`config.mk`:
```
export PLATFORM = sky130hd
export DESIGN_NAME = simd_issue_top
export DESIGN_NICKNAME = d
export VERILOG_FILES = /design/src/rtl/simd_timing_pkg.sv /design/src/rtl/simd_isa_pkg.sv /design/src/rtl/simd_issue_top.sv /design/src/rtl/simd_result.sv /design/src/rtl/simd_exec_pipe.sv /design/src/rtl/simd_score_board.sv /design/src/rtl/simd_decode.sv
export SDC_FILE = /design/constraint.sdc
export NUM_CORES = 1
export LEC_CHECK = 0
export ABC_AREA = 0
export BUFFER_PORTS_ARGS = -buffer_cell sky130_fd_sc_hd__buf_2
export CAP_MARGIN = 25
export CORE_MARGIN = 8
export CORE_UTILIZATION = 59
export DETAILED_ROUTE_END_ITERATION = 16
export GPL_ROUTABILITY_DRIVEN = 0
export PLACE_DENSITY = 0.8
export SLEW_MARGIN = 20
export SYNTH_ARGS = -nofsm -noshare
export SYNTH_HDL_FRONTEND = slang
export SYNTH_SLANG_ARGS = --single-unit
```
`constraint.sdc`:
```
create_clock -name clk_i -period 2.77 [get_ports clk_i]
set_input_delay 0.1385 -clock clk_i [delete_from_list [all_inputs] [get_ports clk_i]]
set_output_delay 0.1385 -clock clk_i [all_outputs]
set_load 0.005 [all_outputs]
```
`src/rtl/simd_timing_pkg.sv`:
```
// Vector unit timing: fixed latencies per class and reduction tree depth
`default_nettype none

package simd_timing_pkg;

    localparam int LAT_ALU = 1;

    localparam int LAT_MUL   = 2;
    localparam int LAT_MUL64 = 3;  // Extra stage for 64-bit products

    localparam int LAT_MACC   = 3;
    localparam int LAT_MACC64 = 4;

    // Adder tree levels over VLEN/8 byte lanes
    // Reductions take depth+1 at SEW 8/16, depth at 32, depth-1 at 64
    function automatic int red_depth(input int vlen);
        return $clog2(vlen / 8);
    endfunction

endpackage

`default_nettype wire

```
`src/rtl/simd_isa_pkg.sv`:
```
// Vector ISA encodings for the issue block: opcode, funct groups, class and SEW codes
`default_nettype none

package simd_isa_pkg;

    localparam logic [6:0] OPC_OP_V = 7'b1010111;  // Major opcode of all vector words

    localparam logic [2:0] F3_OPMVV = 3'b010;      // Mul, MAC and reduction group
    localparam logic [2:0] F3_OPCFG = 3'b111;      // vsetvli

    // Multiply-accumulate
    localparam logic [5:0] F6_VMADD   = 6'b101001;
    localparam logic [5:0] F6_VNMSUB  = 6'b101011;
    localparam logic [5:0] F6_VMACC   = 6'b101101;
    localparam logic [5:0] F6_VNMSAC  = 6'b101111;

    // Multiplies, widening ones included
    localparam logic [5:0] F6_VMULHU  = 6'b100100;
    localparam logic [5:0] F6_VMUL    = 6'b100101;
    localparam logic [5:0] F6_VMULHSU = 6'b100110;
    localparam logic [5:0] F6_VMULH   = 6'b100111;
    localparam logic [5:0] F6_VWMULU  = 6'b111000;
    localparam logic [5:0] F6_VWMULSU = 6'b111010;
    localparam logic [5:0] F6_VWMUL   = 6'b111011;

    // Reductions
    localparam logic [5:0] F6_VREDSUM  = 6'b000000;
    localparam logic [5:0] F6_VREDAND  = 6'b000001;
    localparam logic [5:0] F6_VREDOR   = 6'b000010;
    localparam logic [5:0] F6_VREDXOR  = 6'b000011;
    localparam logic [5:0] F6_VREDMINU = 6'b000100;
    localparam logic [5:0] F6_VREDMIN  = 6'b000101;
    localparam logic [5:0] F6_VREDMAXU = 6'b000110;
    localparam logic [5:0] F6_VREDMAX  = 6'b000111;

    localparam logic [1:0] CLS_ALU  = 2'd0;
    localparam logic [1:0] CLS_MUL  = 2'd1;
    localparam logic [1:0] CLS_MACC = 2'd2;
    localparam logic [1:0] CLS_RED  = 2'd3;

    localparam logic [1:0] SEW_8  = 2'd0;
    localparam logic [1:0] SEW_16 = 2'd1;
    localparam logic [1:0] SEW_32 = 2'd2;
    localparam logic [1:0] SEW_64 = 2'd3;

    // Same 32 bits seen as an arithmetic word or as a vsetvli word
    typedef union packed {
        struct packed {
            logic [5:0] funct6;
            logic       vm;
            logic [4:0] vs2;
            logic [4:0] vs1;
            logic [2:0] funct3;
            logic [4:0] vd;
            logic [6:0] opcode;
        } arith;
        struct packed {
            logic [11:0] zimm;  // vsew sits in zimm[5:3]
            logic [4:0]  rs1;
            logic [2:0]  funct3;
            logic [4:0]  rd;
            logic [6:0]  opcode;
        } cfg;
    } instr_word_u;

endpackage

`default_nettype wire
```
`src/rtl/simd_issue_top.sv`:
```
// Vector issue top: decode, score board, execute pipe and result stage
`default_nettype none

module simd_issue_top #(
    parameter int VLEN = 128  // Power of two, 64 to 1024
) (
    input  logic        clk_i,
    input  logic        rstn_i,
    input  logic        valid_i,
    input  logic [31:0] instr_i,
    input  logic        flush_i,
    output logic        stall_o,
    output logic        wb_valid_o,
    output logic [4:0]  wb_vd_o,
    output logic [1:0]  sew_o
);

    localparam int MAX_LAT = simd_timing_pkg::red_depth(VLEN) + 1;
    localparam int LAT_W   = $clog2(MAX_LAT + 1);

    logic               is_cfg;
    logic               is_vec;
    logic [1:0]         instr_class;
    logic [4:0]         vs1;
    logic [4:0]         vs2;
    logic [4:0]         dec_vd;
    logic               issue;
    logic [LAT_W-1:0]   lat;
    logic [4:0]         issue_vd;
    logic [MAX_LAT-1:0] slot_busy;
    logic               pipe_wb_valid;
    logic [4:0]         pipe_wb_vd;
    logic [31:0]        pending;

    simd_decode u_decode (
        .clk_i    (clk_i),
        .rstn_i   (rstn_i),
        .valid_i  (valid_i),
        .instr_i  (instr_i),
        .is_cfg_o (is_cfg),
        .is_vec_o (is_vec),
        .class_o  (instr_class),
        .vs1_o    (vs1),
        .vs2_o    (vs2),
        .vd_o     (dec_vd),
        .sew_o    (sew_o)
    );

    simd_score_board #(.VLEN(VLEN)) u_score_board (
        .valid_i     (valid_i),
        .flush_i     (flush_i),
        .is_cfg_i    (is_cfg),
        .is_vec_i    (is_vec),
        .class_i     (instr_class),
        .sew_i       (sew_o),
        .vs1_i       (vs1),
        .vs2_i       (vs2),
        .vd_i        (dec_vd),
        .slot_busy_i (slot_busy),
        .pending_i   (pending),
        .issue_o     (issue),
        .lat_o       (lat),
        .vd_o        (issue_vd),
        .stall_o     (stall_o)
    );

    simd_exec_pipe #(.VLEN(VLEN)) u_exec_pipe (
        .clk_i       (clk_i),
        .rstn_i      (rstn_i),
        .flush_i     (flush_i),
        .issue_i     (issue),
        .lat_i       (lat),
        .vd_i        (issue_vd),
        .slot_busy_o (slot_busy),
        .wb_valid_o  (pipe_wb_valid),
        .wb_vd_o     (pipe_wb_vd)
    );

    simd_result u_result (
        .clk_i      (clk_i),
        .rstn_i     (rstn_i),
        .flush_i    (flush_i),
        .issue_i    (issue),
        .issue_vd_i (issue_vd),
        .wb_valid_i (pipe_wb_valid),
        .wb_vd_i    (pipe_wb_vd),
        .pending_o  (pending),
        .wb_valid_o (wb_valid_o),
        .wb_vd_o    (wb_vd_o)
    );

endmodule

`default_nettype wire

```
`src/rtl/simd_result.sv`:
```
// Vector result stage: registered write port and pending destination set
`default_nettype none

module simd_result (
    input  logic        clk_i,
    input  logic        rstn_i,
    input  logic        flush_i,
    input  logic        issue_i,
    input  logic [4:0]  issue_vd_i,
    input  logic        wb_valid_i,
    input  logic [4:0]  wb_vd_i,
    output logic [31:0] pending_o,
    output logic        wb_valid_o,
    output logic [4:0]  wb_vd_o
);

    logic [31:0] pending_q;
    logic        wb_valid_q;
    logic [4:0]  wb_vd_q;

    always_ff @(posedge clk_i or negedge rstn_i) begin
        if (!rstn_i) begin
            pending_q  <= '0;
            wb_valid_q <= 1'b0;
        end else begin
            wb_valid_q <= wb_valid_i && !flush_i;  // A flushed tag never reaches the port
            if (flush_i) begin
                pending_q <= '0;
            end else begin
                if (wb_valid_i) pending_q[wb_vd_i] <= 1'b0;
                if (issue_i) pending_q[issue_vd_i] <= 1'b1;
            end
        end
    end

    always_ff @(posedge clk_i) begin
        wb_vd_q <= wb_vd_i;
    end

    assign pending_o  = pending_q;
    assign wb_valid_o = wb_valid_q;
    assign wb_vd_o    = wb_vd_q;

    a_wb_was_pending : assert property (@(posedge clk_i) disable iff (!rstn_i)
        wb_valid_i |-> pending_q[wb_vd_i]);

endmodule

`default_nettype wire

```
`src/rtl/simd_exec_pipe.sv`:
```
// Vector execute pipe: countdown slots carrying destination tags to writeback
`default_nettype none

module simd_exec_pipe #(
    parameter  int VLEN    = 128,
    localparam int MAX_LAT = simd_timing_pkg::red_depth(VLEN) + 1,
    localparam int LAT_W   = $clog2(MAX_LAT + 1)
) (
    input  logic               clk_i,
    input  logic               rstn_i,
    input  logic               flush_i,
    input  logic               issue_i,
    input  logic [LAT_W-1:0]   lat_i,
    input  logic [4:0]         vd_i,
    output logic [MAX_LAT-1:0] slot_busy_o,
    output logic               wb_valid_o,
    output logic [4:0]         wb_vd_o
);

    logic [MAX_LAT-1:0]      valid_q;
    logic [MAX_LAT-1:0]      valid_d;
    logic [MAX_LAT-1:0][4:0] vd_q;
    logic [MAX_LAT-1:0][4:0] vd_d;
    logic [MAX_LAT:0]        busy_ext;

    always_comb begin
        valid_d = flush_i ? '0 : (valid_q >> 1);  // Slot k becomes slot k-1
        vd_d    = {vd_q[MAX_LAT-1], vd_q[MAX_LAT-1:1]};
        for (int k = 0; k < MAX_LAT; k++) begin
            if (issue_i && (lat_i == LAT_W'(k + 1))) begin
                valid_d[k] = 1'b1;
                vd_d[k]    = vd_i;
            end
        end
    end

    always_ff @(posedge clk_i or negedge rstn_i) begin
        if (!rstn_i) begin
            valid_q <= '0;
        end else begin
            valid_q <= valid_d;
        end
    end

    always_ff @(posedge clk_i) begin
        vd_q <= vd_d;  // Tags only matter where valid
    end

    assign slot_busy_o = valid_q;
    assign wb_valid_o  = valid_q[0];
    assign wb_vd_o     = vd_q[0];

    // Score board must never send a tag into a slot that the shift fills
    assign busy_ext = {1'b0, valid_q};
    a_no_slot_clash : assert property (@(posedge clk_i) disable iff (!rstn_i)
        issue_i |-> (lat_i != '0) && (lat_i <= LAT_W'(MAX_LAT)) && !busy_ext[lat_i]);

endmodule

`default_nettype wire

```
`src/rtl/simd_score_board.sv`:
```
// Vector score board choosing latency per class and SEW and stalling on slot or register hazards
`default_nettype none

module simd_score_board #(
    parameter  int VLEN    = 128,
    localparam int MAX_LAT = simd_timing_pkg::red_depth(VLEN) + 1,
    localparam int LAT_W   = $clog2(MAX_LAT + 1)
) (
    input  logic               valid_i,
    input  logic               flush_i,
    input  logic               is_cfg_i,
    input  logic               is_vec_i,
    input  logic [1:0]         class_i,
    input  logic [1:0]         sew_i,
    input  logic [4:0]         vs1_i,
    input  logic [4:0]         vs2_i,
    input  logic [4:0]         vd_i,
    input  logic [MAX_LAT-1:0] slot_busy_i,
    input  logic [31:0]        pending_i,
    output logic               issue_o,
    output logic [LAT_W-1:0]   lat_o,
    output logic [4:0]         vd_o,
    output logic               stall_o
);

    localparam int RED_DEPTH = simd_timing_pkg::red_depth(VLEN);

    logic             sew64;
    logic             arith_vld;
    logic [MAX_LAT:0] slot_ext;
    logic             slot_hit;
    logic             reg_hit;

    assign sew64 = (sew_i == simd_isa_pkg::SEW_64);

    always_comb begin
        case (class_i)
            simd_isa_pkg::CLS_MUL: begin
                lat_o = sew64 ? LAT_W'(simd_timing_pkg::LAT_MUL64)
                              : LAT_W'(simd_timing_pkg::LAT_MUL);
            end
            simd_isa_pkg::CLS_MACC: begin
                lat_o = sew64 ? LAT_W'(simd_timing_pkg::LAT_MACC64)
                              : LAT_W'(simd_timing_pkg::LAT_MACC);
            end
            simd_isa_pkg::CLS_RED: begin
                case (sew_i)
                    simd_isa_pkg::SEW_32: lat_o = LAT_W'(RED_DEPTH);
                    simd_isa_pkg::SEW_64: lat_o = LAT_W'(RED_DEPTH - 1);
                    default:              lat_o = LAT_W'(RED_DEPTH + 1);  // SEW 8 and 16
                endcase
            end
            default: lat_o = LAT_W'(simd_timing_pkg::LAT_ALU);
        endcase
    end

    assign arith_vld = valid_i && is_vec_i && !is_cfg_i;

    // Slot lat moves into lat-1 at the edge, where the new tag would land
    assign slot_ext = {1'b0, slot_busy_i};
    assign slot_hit = slot_ext[lat_o];

    assign reg_hit = pending_i[vs1_i] || pending_i[vs2_i] || pending_i[vd_i];

    always_comb begin
        stall_o = arith_vld && (slot_hit || reg_hit);
        issue_o = arith_vld && !stall_o && !flush_i;
    end

    assign vd_o = vd_i;

endmodule

`default_nettype wire

```
`src/rtl/simd_decode.sv`:
```
// Vector decode: SEW register from vsetvli and class/register fields of arithmetic words
`default_nettype none

module simd_decode (
    input  logic        clk_i,
    input  logic        rstn_i,
    input  logic        valid_i,
    input  logic [31:0] instr_i,
    output logic        is_cfg_o,
    output logic        is_vec_o,
    output logic [1:0]  class_o,
    output logic [4:0]  vs1_o,
    output logic [4:0]  vs2_o,
    output logic [4:0]  vd_o,
    output logic [1:0]  sew_o
);

    simd_isa_pkg::instr_word_u word;
    logic                      sew_load;
    logic [1:0]                sew_q;

    assign word = instr_i;

    assign is_vec_o = (word.arith.opcode == simd_isa_pkg::OPC_OP_V);
    assign is_cfg_o = is_vec_o && (word.cfg.funct3 == simd_isa_pkg::F3_OPCFG);

    // vsew[2] set is reserved, keep the old SEW then
    assign sew_load = valid_i && is_cfg_o && !word.cfg.zimm[5];

    always_comb begin
        class_o = simd_isa_pkg::CLS_ALU;  // Everything outside OPMVV
        if (word.arith.funct3 == simd_isa_pkg::F3_OPMVV) begin
            case (word.arith.funct6)
                simd_isa_pkg::F6_VMADD,
                simd_isa_pkg::F6_VNMSUB,
                simd_isa_pkg::F6_VMACC,
                simd_isa_pkg::F6_VNMSAC:   class_o = simd_isa_pkg::CLS_MACC;
                simd_isa_pkg::F6_VMUL,
                simd_isa_pkg::F6_VMULH,
                simd_isa_pkg::F6_VMULHU,
                simd_isa_pkg::F6_VMULHSU,
                simd_isa_pkg::F6_VWMUL,
                simd_isa_pkg::F6_VWMULU,
                simd_isa_pkg::F6_VWMULSU:  class_o = simd_isa_pkg::CLS_MUL;
                simd_isa_pkg::F6_VREDSUM,
                simd_isa_pkg::F6_VREDAND,
                simd_isa_pkg::F6_VREDOR,
                simd_isa_pkg::F6_VREDXOR,
                simd_isa_pkg::F6_VREDMINU,
                simd_isa_pkg::F6_VREDMIN,
                simd_isa_pkg::F6_VREDMAXU,
                simd_isa_pkg::F6_VREDMAX:  class_o = simd_isa_pkg::CLS_RED;
                default:                   class_o = simd_isa_pkg::CLS_ALU;
            endcase
        end
    end

    assign vs1_o = word.arith.vs1;
    assign vs2_o = word.arith.vs2;
    assign vd_o  = word.arith.vd;

    always_ff @(posedge clk_i or negedge rstn_i) begin
        if (!rstn_i) begin
            sew_q <= simd_isa_pkg::SEW_8;
        end else if (sew_load) begin
            sew_q <= word.cfg.zimm[4:3];
        end
    end

    assign sew_o = sew_q;

endmodule

`default_nettype wire

```
# Word level (Yosys, flattened, before mapping)
# Memory sizes are Yosys's and may differ from the RTL's.
# Index checks and enable logic that the tools add are counted.
# totals
latch_bits	0
wordCells	88
regBits	70
memories	1
in_bits	36
ramBits	0
romBits	128
# mem_list
name	words	width	rd	rd_clocked_by_memory_dff	write_ports	line	rtl
(name not given)	64	2	1	0	0	simd_decode.sv:33	case (word.arith.funct6)
# classes
reduce_logical	23
n_mul	0
add_sub_neg	0
n_bitwise	3
eq_ne	13
mux	31
n_shift	0
div_mod_pow	0
order_cmp	7
# op_table
operator	n
32-bit two-way mux	4
32-bit AND	1
32-bit NOT	1
32-bit OR	1
5-bit by 6-bit < comparator with 1-bit output (second input constant)	4
5-bit two-way mux	4
1-bit logical AND	16
1-bit binary-select mux with 5-bit select	3
1-bit two-way mux	12
1-bit demux with 5-bit select	2
5-bit by 1-bit greater-or-equal comparator with 1-bit output (second input constant)	2
3-bit by 2-bit equality test with 1-bit output (second input constant)	3
3-bit equality test (second input constant)	3
3-bit one-hot mux with 3 select lines	1
2-bit equality test (second input constant)	4
7-bit equality test (second input constant)	1
3-bit one-hot mux with 2 select lines	1
1-bit logical NOT	4
3-bit by 4-bit < comparator with 1-bit output (second input constant)	1
4-bit two-way mux	1
1-bit binary-select mux with 3-bit select	1
3-bit by 1-bit equality test with 1-bit output (second input constant)	1
1-bit logical OR	3
3-bit two-way mux	1
other kinds (2)	2

# Logic depth before layout (Yosys ltp)
# Gate-level depths: netlist of run 1.
# logic_depth
word_depth	13
mapped_depth	10
depth_no_buf	7

# Cells and area by module
# Synthesis of run 1 repeated with hierarchy kept, for this count alone.
# hier_totals
hier_cells	384
hier_area_um2	4130.2
# modules_own_cells
module	instances	cells_each	seq_area_each_um2	area_each_um2
simd_result	1	165	925.9	1672.9
simd_exec_pipe	1	70	675.6	1079.8
simd_score_board	1	113	0.0	1064.8
simd_decode	1	36	50.0	312.8

# Least setup slack after synthesis of run 1
# Ideal clock, no wire load.
# synth_timing
path_kind	input to register
startpoint	input instr_i[8]
endpoint	register u_exec_pipe.vd_q[20] (netlist name), enable pin
stages	9
path_slack_ps	124
path_buffers	2
setup_time_ps	384
required_ps	2386
arrival_time_ps	2262
cell_sequence	buf_2 -> buf_2 -> mux2i_1 -> o22ai_1 -> o41ai_1 -> o21ai_1 -> nor4_1 -> nand3_1 -> nor4_1
# synth_between
elab_chain_len	9
# synth_lines
item	line	rtl
start, declared	simd_issue_top.sv:10	input logic [31:0] instr_i,
1-bit binary-select mux with 5-bit select	simd_score_board.sv:63	assign reg_hit = pending_i[vs1_i] || pending_i[vs2_i] || pending_i[vd_i];
1-bit two-way mux (not written as such)	simd_score_board.sv:63	
1-bit logical OR	simd_score_board.sv:63	
1-bit logical OR	simd_score_board.sv:66	stall_o = arith_vld && (slot_hit || reg_hit);
1-bit logical AND	simd_score_board.sv:66	
1-bit logical NOT	simd_score_board.sv:67	issue_o = arith_vld && !stall_o && !flush_i;
1-bit logical AND (2 in series)	simd_score_board.sv:67	
1-bit logical AND	simd_exec_pipe.sv:30	if (issue_i && (lat_i == LAT_W'(k + 1))) begin
end signal, assigned	simd_exec_pipe.sv:46	vd_q <= vd_d;
end, declared	simd_exec_pipe.sv:22	logic [MAX_LAT-1:0][4:0] vd_q;
# Every way passes these cells. The select of a mux whose other input is x is not followed.
# A chain may end at the register's enable or synchronous reset.

==> results.sh, run 1 <==
export IMPL_synth_area_leaders="dfrtp_1 25%, dfxtp_1 13%, mux2i_1 9.5%"
export IMPL_synth_top_cell_area_share=0.251
export IMPL_ff2ff_path_depth=7
export IMPL_area_delta_synth_final_pct=15.1
export IMPL_dieHeight_um=98.2
export IMPL_syn_avg_cell_area_um2=10.1
export IMPL_synth_edf_count=5
export IMPL_dp_cells=505
export IMPL_synth_seq_area_share=0.414
export IMPL_yosys_warnings=0
export IMPL_synth_fa_ha_area_frac=0
export IMPL_clock_path_buffers=2
export IMPL_finalHoldViolCount=0
export IMPL_drc=0
export IMPL_cts_buffers=9
export IMPL_die_x_um=98.2
export IMPL_wire_per_inst_um=21.6
export IMPL_preCtsSetupSlack_ns=0.0116
export IMPL_ys_top_cells_by_count="44 x nand2_1, 40 x dfrtp_1, 38 x mux2i_1"
export IMPL_required_ns=3.02
export IMPL_synthCells=395
export IMPL_yosys_area_top_type="dfrtp_1"
export IMPL_totalPowerFinal_mw=2.17
export IMPL_nets=476
export IMPL_synthXorXnorAreaFrac=0.00439
export IMPL_syn_nets=431
export IMPL_rows=30
export IMPL_syn_area_mm2=0.00399
export IMPL_grt_pass1_vias=3620
export IMPL_power_density_mw_per_mm2=472
export IMPL_clk_latency_ns=0.35
export IMPL_cp_slowest_cell="mux4_2"
export IMPL_cts_tree="yes"
export IMPL_wl_um=11400
export IMPL_dp_hpwl_um=7890
export IMPL_whs_ns=0.112
export IMPL_synthMostInstantiatedCell="nand2_1"
export IMPL_critical_path_class="reg2reg"
export IMPL_htreeDepth=3
export IMPL_post_route_period_util=0.981
export IMPL_instances_no_fill=525
export IMPL_tns_ns=0
export IMPL_cp_common_cell="nand4b_1"
export IMPL_synth_top_family_by_area="simple AND/OR/NAND/NOR gates"
export IMPL_maxCapViolations=0
export IMPL_via_per_inst=6.76
export IMPL_die_area_mm2=0.00965
export IMPL_num_vias=3547
export IMPL_synth_mux_area_frac=0.189
export IMPL_synth_distinct_cells=46
export IMPL_path_cells="mux4_2, nand2b_1, nand4b_1, nand4_1, nor4_4, nand4b_1, mux2_2"
export IMPL_grt_overflow=0
export IMPL_clk_pin_slew_ns=0.08
export IMPL_setup_violations=0
export IMPL_start_util=0.597
export IMPL_grt_use_total=0.243
export IMPL_worst_setup_path_end_kind="flip-flop"
export IMPL_worst_pin_slew_ns=0.781
export IMPL_worst_ep_arrival_time_ns=2.96
export IMPL_grt_first_pass_wirelength_um=18500
export IMPL_dr_pass1_iters=5
export IMPL_async_flop_share=0.571
export IMPL_root_buffer="clkbuf_8"
export IMPL_hold_class="in2reg"
export IMPL_fin_crit_ns=2.72
export IMPL_grt_max_degree=41
export IMPL_slew_headroom=0.477
export IMPL_skew_ns=0.00522
export IMPL_yosys_area_share_simple=0.232
export IMPL_cts_sinks=70
export IMPL_synth_ff_type="dfrtp_1"
export IMPL_p_leak_nw=1.90
export IMPL_io_pins=45
export IMPL_numPortBuffers=44
export IMPL_drt_iter0_drc=504
export IMPL_critPathMaxStageDelay_ns=0.50
export IMPL_antenna_left=0
export IMPL_layout_drive_gt1_share=0.254
export IMPL_fmax_mhz=368
export IMPL_whs_path_depth=2
export IMPL_insertedDiodeCount=0
export IMPL_synth_compound_area_frac=0.125
export IMPL_peakVddDrop_mv=0.399
export IMPL_antenna_found_initial=0
export IMPL_timing_final_ws_setup_ns=0.0535
export IMPL_critPathMaxFanout=6
export IMPL_final_max_slew_viol_count=0
export IMPL_status="finished clean"
export IMPL_core_mm2=0.00668
export IMPL_synth_seq_cells=70
export IMPL_cp_start_kind="flip-flop"
routing by layer:
metal,global-route usage,part of all wire,up-vias
met3,0.0626,0.086,28
met5,0,0,-
met2,0.380,0.48,191
li1,-,-,1582
met4,0.124,0.028,0
met1,0.303,0.40,1746
registers in the layout (all words and copies together), names as in the netlist:
| register | flops |
|---|---|
| u_result.pending_o | 32 |
| u_exec_pipe.slot_busy_o | 5 |
| u_decode.sew_o | 2 |
| u_exec_pipe.vd_q | 20 |
| u_result.wb_valid_o | 1 |
| u_result.wb_vd_o | 5 |
| u_exec_pipe.wb_vd_o | 5 |
cell type report:
cell class                 count  area (µm²)
sequential                    70        1650
clock inverter                 6        92.6
multi-input combinational    291        2200
clock buffer                  10         138
inverter                       5        18.8
fill                         528        2090
timing repair buffer          63         390
tap                           80         100
metrics by stage:
| step | util | instance area, µm² |
|---|---|---|
| finish | 0.687 | 4590 |
| detailed placement | 0.645 | 4310 |
| CTS | 0.681 | 4550 |
| global route | 0.687 | 4590 |
| global placement | 0.645 | 4310 |
| floorplan | - | 3990 |
kinds of logic after synthesis:
logic type | count (synthesis)
multiplexers | 66
AO/OA/AOI/OAI | 70
buffers and inverters | 34
flip-flops | 70
AND/OR/NAND/NOR | 153
XOR/XNOR | 2
timing repair:
| action | in CTS | in global routing |
|---|---|---|
| endpoints found under the setup margin | 0 | 27 |
| endpoints found under the hold margin | 40 | 0 |
| resized for setup | 0 | 1 |
| hold buffers | 1 | 0 |
| buffers inserted | 0 | 2 |
report_power, final:
part / switching, mW / leakage (nW) / internal [mW] / total (mW)
combinational: 0.120 / 0.976 / 0.0781 / 0.198
sequential: 0.000809 / 0.815 / 1.03 / 1.03
clock: 0.406 / 0.109 / 0.536 / 0.941
total: 0.526 / 1.90 / 1.64 / 2.17
worst paths after layout:
kind                                               endpoint                            start  slack [ns]
setup / recovery                u_exec_pipe.vd_q[6]$_DFF_P_  u_result.pending_o[9]$_DFF_PN0_        0.05
hold / removal                u_decode.sew_o[1]$_DFFE_PN0P_                      instr_i[24]        0.11
setup reg to reg                u_exec_pipe.vd_q[6]$_DFF_P_  u_result.pending_o[9]$_DFF_PN0_        0.05
hold reg to reg                 u_result.wb_vd_o[0]$_DFF_P_   u_exec_pipe.wb_vd_o[0]$_DFF_P_        0.42
max in group asynchronous  u_result.pending_o[16]$_DFF_PN0_                           rstn_i        2.13
min in group asynchronous  u_result.pending_o[31]$_DFF_PN0_                           rstn_i        0.19
critical path: cells and delay by family (launching register included):
kind	cells	cell delay, ns
flip-flops	1	0.43
multiplexers	2	0.89
AND/OR/NAND/NOR	5	1.29
layout by cell type (no fill, tap or decap), types with 5 or more instances in the layout:
cell type	count
nand2_1	44
a22oi_1	6
buf_4	16
inv_1	5
nand4_1	6
clkbuf_8	10
o31ai_1	31
dfrtp_1	40
mux4_2	5
nand2b_1	6
mux2_2	23
nand3b_1	37
nor3b_1	6
edfxtp_1	5
nor2b_1	8
o21ai_0	5
nand3_1	9
dfxtp_1	25
mux2i_1	38
nor2_1	7
o211ai_1	5
o22ai_1	9
buf_2	44
Note: power is estimated with default switching activity, not from simulation.
==> run 2: changes to the inputs <==
==> constraint.sdc (replaced) <==
create_clock -name clk_i -period 2.77 [get_ports clk_i]
set_input_delay 0.1385 -clock clk_i [delete_from_list [all_inputs] [get_ports clk_i]]
set_output_delay 0.1385 -clock clk_i [all_outputs]
set_load 0.1 [all_outputs]
==> results.sh, run 2 (same netlist as run 1, synthesis figures left out) <==
export IMPL_p_leak_nw=1.89
export IMPL_dr_pass1_iters=6
export IMPL_preCtsSetupSlack_ns=-0.0212
export IMPL_clk_pin_slew_ns=0.09
export IMPL_post_route_period_util=0.972
export IMPL_wl_um=11000
export IMPL_cts_tree="yes"
export IMPL_r2r_slack_ns=0.08
export IMPL_clkPwrFrac=0.415
export IMPL_grt_overflow=0
export IMPL_clk_latency_ns=0.36
export IMPL_peakVddDrop_mv=0.408
export IMPL_timing_final_ws_setup_ns=0.0765
export IMPL_die_x_um=98.2
export IMPL_fmax_mhz=371
export IMPL_fin_crit_ns=2.69
export IMPL_setup_violations=0
export IMPL_required_ns=3.02
export IMPL_grt_use_total=0.236
export IMPL_cts_sinks=70
export IMPL_critPathMaxStageDelay_ns=0.51
export IMPL_final_common_cell="nand2_1"
export IMPL_fill_cells=534
export IMPL_dieHeight_um=98.2
export IMPL_cts_buffers=9
export IMPL_power_internal_mw=1.53
export IMPL_grt_first_pass_wirelength_um=18000
export IMPL_largest_register_ffs=32
export IMPL_htreeDepth=3
export IMPL_final_max_slew_viol_count=0
export IMPL_insertedDiodeCount=0
export IMPL_numPortBuffers=44
export IMPL_rsz0062_at_grt="no"
export IMPL_wire_per_inst_um=20.8
export IMPL_cp_common_cell="nand4b_1"
export IMPL_num_vias=3511
export IMPL_clock_path_buffers=2
export IMPL_critPathMaxFanout=24
export IMPL_layout_drive_gt1_share=0.266
export IMPL_drt_iter0_drc=343
export IMPL_slew_headroom=0.528
export IMPL_rows=30
export IMPL_p_comb_frac=0.094
export IMPL_worst_setup_path_end_kind="flip-flop"
export IMPL_status="finished clean"
export IMPL_io_pins=45
export IMPL_drc=0
export IMPL_area_delta_synth_final_pct=15.0
export IMPL_power_density_mw_per_mm2=456
export IMPL_hold_class="in2reg"
export IMPL_core_mm2=0.00668
export IMPL_dp_hpwl_um=7770
export IMPL_p_sw_uw=561
export IMPL_path_cells="mux4_2, nand2b_1, nand4b_1, nand4_1, nor4_4, nand4b_1, buf_4, o31ai_1"
export IMPL_via_per_inst=6.65
export IMPL_cp_start_kind="flip-flop"
export IMPL_skew_ns=0.0165
export IMPL_antenna_left=0
export IMPL_swShare=0.268
export IMPL_worst_pin_slew_ns=0.705
export IMPL_pwr_share_seq=0.491
export IMPL_antenna_found_initial=0
export IMPL_maxCapViolations=0
export IMPL_die_area_mm2=0.00965
export IMPL_grt_max_degree=41
export IMPL_worst_ep_arrival_time_ns=2.94
export IMPL_final_cell_mix="44 x nand2_1, 43 x buf_2, 38 x mux2i_1, 38 x dfrtp_1, 37 x nand3b_1"
export IMPL_cp_slowest_cell="mux4_2"
export IMPL_final_core_util=0.686
export IMPL_critical_path_class="reg2reg"
export IMPL_finalHoldViolCount=0
export IMPL_start_util=0.597
export IMPL_grt_pass1_vias=3408
export IMPL_root_buffer="clkbuf_8"
export IMPL_nets=479
run 2: cell types whose count changed in the layout (fill, tap and decap cells not counted), sizes merged:
cell / before / now
clkbuf: 10 / 9
bufinv: 2 / 1
inv: 6 / 8
buf: 62 / 65
run 2: worst paths after layout:
kind,from,to,cells past startpoint
hold reg to reg,u_exec_pipe.wb_vd_o[0]$_DFF_P_,u_result.wb_vd_o[0]$_DFF_P_,0
min in group asynchronous,rstn_i,u_result.pending_o[29]$_DFF_PN0_,2
hold / removal,instr_i[24],u_decode.sew_o[1]$_DFFE_PN0P_,2
setup / recovery,u_result.pending_o[15]$_DFF_PN0_,u_result.pending_o[2]$_DFF_PN0_,8
setup reg to reg,u_result.pending_o[15]$_DFF_PN0_,u_result.pending_o[2]$_DFF_PN0_,8
max in group asynchronous,rstn_i,u_decode.sew_o[1]$_DFFE_PN0P_,3
run 2: per-layer routing:
layer,wire length (µm),global-route usage,part of all wire
met1,4590,0.318,0.42
met2,5020,0.350,0.46
met3,1170,0.0619,0.11
met4,194,0.0933,0.018
met5,0,0,0
run 2: metrics by stage:
step                instances  TNS [ns]  area [µm²]  total power [mW]  hold WS (ns)
finish                    528         0        4590              2.09         0.107
global route              528         0        4590              2.15        0.0920
global placement          508         0        4330              1.23         0.310
detailed placement        508   -0.0794        4330              1.24         0.331
floorplan                 395         0        4000              1.17        -0.157
CTS                       525         0        4550              2.09        0.0917
run 2: power groups by stage:
| stage | sequential [mW] | clock [mW] | combinational (mW) |
|---|---|---|---|
| floorplan | 1.05 | 0 | 0.116 |
| global placement | 1.05 | 0 | 0.186 |
| detailed placement | 1.05 | 0 | 0.191 |
| CTS | 1.03 | 0.873 | 0.193 |
| global route | 1.03 | 0.909 | 0.213 |
| finish | 1.03 | 0.867 | 0.196 |
run 2: cell type report:
class,count,area [µm²],area share
Multi-Input combinational cell,291,2210,0.481
Inverter,5,18.8,0.00409
Clock buffer,9,124,0.0270
Sequential cell,70,1650,0.361
Timing Repair Buffer,66,403,0.0879
Clock inverter,7,80.1,0.0175
Tap cell,80,100,0.0218
run 2: timing repair:
item                       in CTS  in global routing
hold buffers                    1                  0
hold endpoints to repair       40                  0
setup buffers                   0                  2
setup endpoints to repair       0                 21
resized for setup               0                  2
run 2: critical path, delay by kind of cell (launching register included):
kind | cells | cell delay, ns
multiplexers | 1 | 0.51
buffers and inverters | 1 | 0.26
AND/OR/NAND/NOR | 5 | 1.12
flip-flops | 1 | 0.39
AO/OA/AOI/OAI | 1 | 0.31
